File: src/mem_config.svh
`ifndef MEM_CONFIG_SVH
`define MEM_CONFIG_SVH

// byte address width on every AR and AW channel
`define MEM_ADDR_W 32

// data width of the R and W channels
`define MEM_DATA_W 64

// sram depth in MEM_DATA_W wide words
// any power of two works, the index width follows from it
`define MEM_WORDS 1024

// one strobe bit per data byte
`define MEM_STRB_W (`MEM_DATA_W / 8)

`endif
File: src/mem_pkg.sv
`default_nettype none

// shared types for the memory subsystem
// used by the sram slave, the read arbiter, both bus interfaces
// and the testbench reference model
package mem_pkg;

	// response code on the R and B channels
	// encoding follows the usual AXI values, so 2'b01 and 2'b11 are never produced
	typedef enum logic [1:0] {
		resp_okay   = 2'b00,
		// address beyond the array
		resp_slverr = 2'b10
	} resp_e;

	// owner of the shared read channel
	// arbiter keeps both its last winner and the current R owner in this type
	typedef enum logic {
		// instruction fetch port, read only
		grant_fetch = 1'b0,
		// load/store port
		grant_data  = 1'b1
	} grant_e;

endpackage

`default_nettype wire

File: src/axi_lite_if.sv
`timescale 1ns/10ps
`default_nettype none

`include "mem_config.svh"

// read channel group, AR and R
// the fetch port only ever needs this one
interface axi_rd_if
	import mem_pkg::*;
();

	// address request
	logic                   arvalid;
	logic [`MEM_ADDR_W-1:0] araddr;
	logic                   arready;

	// read data return
	logic                   rvalid;
	logic [`MEM_DATA_W-1:0] rdata;
	resp_e                  rresp;
	logic                   rready;

	modport master (
		output arvalid, araddr, rready,
		input  arready, rvalid, rdata, rresp
	);

	modport slave (
		input  arvalid, araddr, rready,
		output arready, rvalid, rdata, rresp
	);

endinterface


`default_nettype wire

File: src/axi_read_arbiter.sv
`timescale 1ns/10ps
`default_nettype none

`include "mem_config.svh"

// shares one read channel between the fetch and data masters
// AR side is purely combinational, R side follows the stored owner
module axi_read_arbiter
	import mem_pkg::*;
(
	input  logic     clk,
	input  logic     rst,
	axi_rd_if.slave  fetch,
	axi_rd_if.slave  data,
	axi_rd_if.master mem
);

	// winner of the most recent AR handshake
	grant_e last_win;
	// master the outstanding read belongs to
	grant_e owner;
	// requester picked this cycle
	grant_e sel;

	logic ar_hs;

	// round-robin pick
	// on contention the master that lost last time goes first
	always_comb begin
		if (fetch.arvalid && data.arvalid) begin
			if (last_win == grant_data) begin
				sel = grant_fetch;
			end else begin
				sel = grant_data;
			end
		end else if (fetch.arvalid) begin
			sel = grant_fetch;
		end else begin
			// data alone, or nobody asking
			sel = grant_data;
		end
	end

	// AR request towards the sram
	assign mem.arvalid = fetch.arvalid || data.arvalid;

	always_comb begin
		case (sel)
			grant_fetch: mem.araddr = fetch.araddr;
			default:     mem.araddr = data.araddr;
		endcase
	end

	// arready only back to the selected master
	// the other one keeps its valid up and waits
	assign fetch.arready = mem.arready && (sel == grant_fetch);
	assign data.arready  = mem.arready && (sel == grant_data);

	assign ar_hs = mem.arvalid && mem.arready;

	// last winner, reset so that data wins the first tie
	always_ff @(posedge clk) begin
		if (rst) begin
			last_win <= grant_fetch;
		end else if (ar_hs) begin
			last_win <= sel;
		end
	end

	// owner of the read in flight
	// sram arready drops while an R beat is stalled, so at most one read
	// is ever unfinished and a single owner register is enough
	always_ff @(posedge clk) begin
		if (rst) begin
			owner <= grant_fetch;
		end else if (ar_hs) begin
			owner <= sel;
		end
	end

	// R valid only to the owner
	assign fetch.rvalid = mem.rvalid && (owner == grant_fetch);
	assign data.rvalid  = mem.rvalid && (owner == grant_data);

	// payload goes to both, rvalid qualifies it
	assign fetch.rdata = mem.rdata;
	assign fetch.rresp = mem.rresp;
	assign data.rdata  = mem.rdata;
	assign data.rresp  = mem.rresp;

	// rready taken from the owner only
	// an R handshake and a new AR handshake can share an edge,
	// the old owner's rready is used since owner updates after it
	always_comb begin
		case (owner)
			grant_fetch: mem.rready = fetch.rready;
			default:     mem.rready = data.rready;
		endcase
	end

endmodule

`default_nettype wire

File: src/flat_wrapper.sv
// flat-port wrapper written by rule: the top's interface ports become plain ports
module axi_read_arbiter_flat import mem_pkg::*;
  (clk, rst, fetch_arvalid, fetch_araddr, fetch_rready, fetch_arready, fetch_rvalid, fetch_rdata, fetch_rresp, data_arvalid, data_araddr, data_rready, data_arready, data_rvalid, data_rdata, data_rresp, mem_arvalid, mem_araddr, mem_rready, mem_arready, mem_rvalid, mem_rdata, mem_rresp);
  axi_rd_if fetch_i ();
  axi_rd_if data_i ();
  axi_rd_if mem_i ();
  input  logic clk;
  input  logic rst;
  input wire logic [$bits(fetch_i.arvalid)-1:0] fetch_arvalid;
  input wire logic [$bits(fetch_i.araddr)-1:0] fetch_araddr;
  input wire logic [$bits(fetch_i.rready)-1:0] fetch_rready;
  output wire logic [$bits(fetch_i.arready)-1:0] fetch_arready;
  output wire logic [$bits(fetch_i.rvalid)-1:0] fetch_rvalid;
  output wire logic [$bits(fetch_i.rdata)-1:0] fetch_rdata;
  output wire logic [$bits(fetch_i.rresp)-1:0] fetch_rresp;
  input wire logic [$bits(data_i.arvalid)-1:0] data_arvalid;
  input wire logic [$bits(data_i.araddr)-1:0] data_araddr;
  input wire logic [$bits(data_i.rready)-1:0] data_rready;
  output wire logic [$bits(data_i.arready)-1:0] data_arready;
  output wire logic [$bits(data_i.rvalid)-1:0] data_rvalid;
  output wire logic [$bits(data_i.rdata)-1:0] data_rdata;
  output wire logic [$bits(data_i.rresp)-1:0] data_rresp;
  output wire logic [$bits(mem_i.arvalid)-1:0] mem_arvalid;
  output wire logic [$bits(mem_i.araddr)-1:0] mem_araddr;
  output wire logic [$bits(mem_i.rready)-1:0] mem_rready;
  input wire logic [$bits(mem_i.arready)-1:0] mem_arready;
  input wire logic [$bits(mem_i.rvalid)-1:0] mem_rvalid;
  input wire logic [$bits(mem_i.rdata)-1:0] mem_rdata;
  input wire logic [$bits(mem_i.rresp)-1:0] mem_rresp;
  assign fetch_i.arvalid = fetch_arvalid;
  assign fetch_i.araddr = fetch_araddr;
  assign fetch_i.rready = fetch_rready;
  assign fetch_arready = fetch_i.arready;
  assign fetch_rvalid = fetch_i.rvalid;
  assign fetch_rdata = fetch_i.rdata;
  assign fetch_rresp = fetch_i.rresp;
  assign data_i.arvalid = data_arvalid;
  assign data_i.araddr = data_araddr;
  assign data_i.rready = data_rready;
  assign data_arready = data_i.arready;
  assign data_rvalid = data_i.rvalid;
  assign data_rdata = data_i.rdata;
  assign data_rresp = data_i.rresp;
  assign mem_arvalid = mem_i.arvalid;
  assign mem_araddr = mem_i.araddr;
  assign mem_rready = mem_i.rready;
  assign mem_i.arready = mem_arready;
  assign mem_i.rvalid = mem_rvalid;
  assign mem_i.rdata = mem_rdata;
  assign mem_i.rresp = mem_rresp;
  axi_read_arbiter u_core (.clk(clk), .rst(rst), .fetch(fetch_i), .data(data_i), .mem(mem_i));
endmodule
File: config.mk
export PLATFORM = sky130hd
export DESIGN_NAME = axi_read_arbiter_flat
export DESIGN_NICKNAME = d
export VERILOG_FILES = /design/src/mem_pkg.sv /design/src/axi_lite_if.sv /design/src/axi_read_arbiter.sv /design/src/flat_wrapper.sv
export VERILOG_INCLUDE_DIRS = /design/src
export SDC_FILE = /design/constraint.sdc
export NUM_CORES = 1
export LEC_CHECK = 0
export BUFFER_PORTS_ARGS = -buffer_cell sky130_fd_sc_hd__buf_2
export CORE_AREA = 2 2 120 122
export CTS_CLUSTER_SIZE = 20
export DETAILED_ROUTE_END_ITERATION = 7
export DIE_AREA = 0 0 122 124
export PLACE_DENSITY = 0.5
export SLEW_MARGIN = 20
export SYNTH_ARGS = -nofsm -noshare
export SYNTH_HDL_FRONTEND = slang
export SYNTH_SLANG_ARGS = --single-unit
File: constraint.sdc
create_clock -name clk -period 1.22 [get_ports clk]
set_input_delay 0.122 -clock clk [delete_from_list [all_inputs] [get_ports clk]]
set_output_delay 0.122 -clock clk [all_outputs]
set_load 0.005 [all_outputs]
==> impl_results.md, run 1 <==
* Outcome: finished with violations
* Failing checks: setup timing
* # DRC at 0
* # IOs at just over 300
* Antenna Nets Post-Route at 0
* Fin crit period at 1360 ps
* Cells along the critical path: o21ai_4 -> buf_12 -> clkbuf_16 -> mux2_4 -> buf_6
* Die Height at between 100 and 150 um
* DR vias/cell at 2.848
* Drt wl/cell at roughly 12 um
* Ant diodes at 0
* Multi-input combinational cell area at between 500 and 600 um^2
* YS warnings at 0
* Port Buffers at about 110
* Reg area at around 21 um^2
* Fmax at approximately 740 MHz
* Max_slew headroom at roughly 85%
* Nets at ~300
* RePlAce Congestion at between 0.5 and 0.6
* Row count at 43
* Slew Limit Fails at 0
* RSZ-0062 raised after global routing: true
* Commonest non-fill, non-tap cell in the layout: buf_2
* Die Span X at 122 um
* Synth unique cells at 14
* Total power at 0.6984 mW
* Max cap viols at 0
* Tightest Hold Check Type: in2out
* First-pass GRT wire length at slightly above 5000 um
* Final setup viols at 32
* Largest area contributor in the netlist: buf_4
* Max reg flops at 1
* P_leak at ~0.90 nW
* Critical Path Fanout Max at 7
* Starting density of the core at a little under an eighth
* Area share of the largest cell type after synthesis at approximately 62%
* Crit Path Category: reg2out
* Synthesized area per cell at between 8 and 9 um^2
* Clock skew at 0 ps
* Slew @ Worst Pin at ~220 ps
* Gr ovfl total at 0
* Worst-path clk slew at 0 ps
* CP max-delay cell: dfxtp_2
* Worst IR Drop VDD at about 0.17 mV
* Largest regs: u_core.last_win x1
* Final Hold Viols at 0
* Hpwl dp at 3352 um
* Worst Slack Setup Final at -140.3 ps
* Vias in the first global route at between 1000 and 1500
* Final Cycle Share at 111.5%
* Reg with most FFs: u_core.last_win
* Critical Path RT at 1100 ps
* Sequential area share after synthesis at roughly 1.3%
* First-pass iteration count of the detailed router at 2
* Fillers at 1553
* Core ar. at 13720 um^2
* Startpoint type of the worst setup path: flop
* Syn nets at 317
* Share of cells above drive strength 1 at a little over nine tenths
* Worst Path Buf+Inv at 3
* Via count at approximately 970
* Pre-CTS setup slack at -151.8 ps
* Commonest non-fill, non-tap cells in the layout: 78 x buf_2, 32 x mux2_4, 32 x buf_6
* Largest net degree at the start of global routing at 19
* Die footprint at approximately 15000 um^2
* Area Growth Syn to Fin at 6.761%
* Initial antenna violation count at 1
* First-iteration detailed-routing DRC count at 2
* Synthesized instance count at roughly 180
* Synth area leaders: buf_4 62%, mux2_4 26%, mux2_2 3.5%
* Pwr Density at just over 400 nW/um^2
* Clk Latency, worst-skew pair at 0 ps
* GRT Overall Usage at 4.261%
* CP endpoint kind: output pin
* Final WL at around 4100 um
* Worst EP arrival at approximately 1200 ps
* #FFs+latches synth at 1
* Syn Std Cell Area at between 1500 and 2000 um^2
* Slowest stage delay, CP at approximately 310 ps
* Family with the most delay on the worst path: buffers and inverters
where the power goes:
part / total [mW] / internal, mW / leakage, nW / switching, mW
logic: 0.660 / 0.457 / 0.893 / 0.203
registers: 0.0388 / 0.0363 / 0.00861 / 0.00247
clock network: 0 / 0 / 0 / 0
final timing paths:
| path | startpoint | slack, ps | cells past startpoint | endpoint |
|---|---|---|---|---|
| worst max-delay path | u_core.last_win$_SDFFE_PP0P_ | -140 | 5 | mem_araddr[7] |
| worst min-delay path | mem_rdata[1] | 240 | 0 | data_rdata[1] |
| worst max register to register | u_core.last_win$_SDFFE_PP0P_ | 400 | 3 | u_core.last_win$_SDFFE_PP0P_ |
| worst min register to register | u_core.last_win$_SDFFE_PP0P_ | 600 | 2 | u_core.last_win$_SDFFE_PP0P_ |
worst reg2reg max path, delay by kind of cell, from the launching register on:
family	cells	cell delay [ps]
AO/OA/AOI/OAI	2	240
buffers and inverters	1	140
flip-flops	1	330
through the flow:
step	util, %	TNS [ps]	instance area [um^2]	hold slack, ps	instances
final	12.38	-3879	1699	244.0	342
after global routing	12.38	-5039	1699	244.0	342
after CTS	11.31	-3649	1551	244.1	338
after detailed placement	10.15	-4180	1393	244.1	337
after global placement	10.15	-3187	1393	244.1	337
after floorplan	-	0	1592	200.0	179
area by class of cell:
class / count / share of cell area [%]
timing repair buffer: 118 / 52.43
multi-input combinational: 41 / 32.62
tap: 180 / 13.25
sequential: 1 / 1.252
inverter: 2 / 0.4418
Yosys cell counts:
library cell and instances:
inv_1 2, buf_4 132, and2b_2 1, a311oi_1 1, and2_1 1, o21ai_4 1
a21oi_1 1, or2_2 1, and2_2 1, nor2_1 1, dfxtp_1 1, mux2_2 5
mux2_4 28, buf_6 3
kinds of logic (layout without fill, tap and decap cells):
logic type / Yosys count / count (layout) / synth area share (%)
AOI/OAI and AO/OA: 3 / 3 / 1.887
and+or+nand+nor: 5 / 5 / 2.045
buffers and inverters: 137 / 120 / 64.86
DFF: 1 / 1 / 1.258
muxes: 33 / 33 / 29.95
routing by layer:
layer,track usage (%),share of wire [%]
met1,2.798,26
met2,8.939,52
met3,1.419,15
met4,3.807,6.9
met5,0,0.31
what timing repair did:
item | CTS | global route
gates cloned | 0 | 3
gates resized for setup | 25 | 12
setup buffers | 1 | 1
setup endpoints to repair | 32 | 33
pin swaps | 0 | 1
hold buffers | 0 | 0
Power figures use the tool's default switching activity.
==> run 2, diff against run 1 <==
Settings changed: ABC_AREA set to 1, CORE_AREA 2 2 120 122 to 2 2 119 121, DIE_AREA 0 0 122 124 to 0 0 121 123, PLACE_DENSITY 0.5 to 0.51.
==> impl_results.md, run 2 <==
* Clock skew at 0 ps
* EDFF count, synth at 0
* Fmax at just over 900 MHz
* RSZ-0062 raised after global routing: false
* CP max-delay cell: dfxtp_1
* Via count at ~1300
* Slew @ Worst Pin at between 200 and 250 ps
* Most instantiated cells after synthesis: 135 x buf_4, 70 x nand2_1, 33 x nand3_1
* DR vias/cell at roughly 3.2
* Int Pwr at between 0.2 and 0.3 mW
* Worst R2R Path Depth at 3
* Synth area leaders: buf_4 64%, nand2_1 17%, nand3_1 10%
* Post-route non-filler standard cell count at 411
* Critical Path Fanout Max at 21
* Pre-CTS setup slack at ~140 ps
* Number of post-CTS setup repair buffers at 0
* Hpwl dp at slightly above 4000 um
* Largest net degree at the start of global routing at 24
* Final Hold Viols at 0
* Seq pwr share at under 10%
* Tightest Hold Check Type: in2out
* Synthesized instance count at 257
* Area share of the largest cell type after synthesis at around 64%
* First-pass iteration count of the detailed router at 4
* Share of power burned in combinational logic at 92.9%
* Commonest non-fill, non-tap cell in the layout: buf_2
* Slowest stage delay, CP at about 320 ps
* Clk Latency, worst-skew pair at 0 ps
* Reg with most FFs: u_core.last_win
* Hold slack at roughly 240 ps
* Die footprint at ~15000 um^2
* Vias in the first global route at 1094
* Worst Slack Setup Final at 142.0 ps
* #FFs+latches synth at 1
* Cells after DPL at about 410
* P_leak at 0.8328 nW
* Cells along the critical path: inv_2 -> nand2_4 -> nand2_4 -> buf_12 -> nand2_1 -> nand2_1 -> buf_2
* CP endpoint kind: output pin
* CTS Hold Bufs at 0
* Most common flop cell mapped by yosys: dfxtp_1
* Worst IR Drop VDD at roughly 0.13 mV
* Synth unique cells at 13
* Nets at around 370
* Share of cells above drive strength 1 at approximately 52%
* Drt wl/cell at about 11 um
* Sequential area share after synthesis at under 10%
* Crit Path Category: reg2out
* Family with the most delay on the worst path: buffers and inverters
* Initial antenna violation count at 0
* # IOs at approximately 310
* Core ar. at 13610 um^2
* Worst-path clk slew at 0 ps
* Critical Path RT at 1100 ps
* Most common cell in the synthesized netlist: buf_4
* Final setup viols at 0
* Max reg flops at 1
* Worst Path Buf+Inv at 3
* Outcome: finished clean
* Worst EP arrival at ~960 ps
* RePlAce Congestion at slightly above 0.7
* Crit path depth at 7
* Final Cycle Share at between 80% and 90%
* Starting density of the core at 11.60%
* Largest area contributor in the netlist: buf_4
* Die Height at ~120 um
* Fin crit period at 1078 ps
* Power share of the clock group at 0%
* Ys async rst share at 0%
* Ant diodes at 0
* R2R Setup Slk at roughly 520 ps
* Commonest non-fill, non-tap cells in the layout: 109 x buf_2, 70 x nand2_1, 33 x nand3_1
* Post-route setup TNS at 0 ps
* Pwr Density at about 370 nW/um^2
* Row count at 43
* First-pass GRT wire length at 5671 um
* Port Buffers at around 110
* Max_slew headroom at between 80% and 90%
* Synthesized area per cell at approximately 6 um^2
* Startpoint type of the worst setup path: flop
* Final core utilization at about a tenth
* Antenna Nets Post-Route at 0
* First-iteration detailed-routing DRC count at 19
* Syn nets at between 300 and 400
* Largest regs: u_core.last_win x1
* Switching power total at 0.2315 mW
* Syn Std Cell Area at 1579 um^2
* Slew Limit Fails at 0
* # DRC at 0
* Switching Share at between 40% and 50%
* Final WL at between 4000 and 5000 um
* Post-CTS sizing at 0
* Max cap viols at 0
* Die Span X at 121 um
* Area Growth Syn to Fin at -12.28%
* Gr ovfl total at 0
* YS warnings at 0
* Hold path cells at 0
* GRT Overall Usage at around 5.0%
* Fillers at 1621
==> run 2: changes by cell type after synthesis, moves of 3 or more <==
cell / before / now
mux2_4: 28 / 0
mux2_2: 5 / 0
nand2_1: 0 / 70
buf_2: 0 / 4
buf_4: 132 / 135
nand3_1: 0 / 33
==> run 2: logic make-up (layout without fill, tap and decap cells) <==
family	after synthesis	count (layout)	synth area share, %
compound gates	2	2	0.6339
flops	1	1	1.268
simple gates	108	108	29.56
buf+inv	146	120	68.54
==> run 2: through the flow <==
step                total power [mW]  area, um^2
finish                        0.5169        1385
global route                  0.5725        1385
CTS                           0.5246        1385
detailed placement            0.5222        1385
global placement              0.5262        1385
floorplan                     0.5950        1579
==> run 2: worst register-to-register path, cell delays in order (launching register included) <==
cell and delay, ps:
dfxtp_1 320, buf_4 130, nand2_1 50, a21oi_1 120
==> run 2: final timing paths <==
kind | start | endpoint
max | u_core.last_win$_SDFFE_PP0P_ | mem_araddr[18]
min | mem_rdata[46] | data_rdata[46]
min reg2reg | u_core.last_win$_SDFFE_PP0P_ | u_core.last_win$_SDFFE_PP0P_
max reg2reg | u_core.last_win$_SDFFE_PP0P_ | u_core.last_win$_SDFFE_PP0P_
==> run 2: layer usage <==
metal  global-route usage [%]  up-vias  part of all wire, %
li1                         -      609                    -
met1                    3.362      520                   26
met2                    10.92      133                   52
met3                    1.430       41                   15
met4                    3.416        0                  7.0
met5                        0        -                    0
==> run 2: final cells by class <==
type                            instances  area [um^2]  area share, %
Timing Repair Buffer                  116        648.1          46.79
Multi-Input combinational cell        110        476.7          34.42
Tap cell                              180        225.2          16.26
Sequential cell                         1        20.02          1.445
Inverter                                4        15.01          1.084
==> run 2: power groups by stage <==
stage	combinational, mW	clock (mW)	sequential (mW)
after detailed placement	0.485	0	0.0368
final	0.480	0	0.0369
after CTS	0.488	0	0.0368
after global placement	0.489	0	0.0369
after floorplan	0.557	0	0.0379
after global routing	0.536	0	0.0369
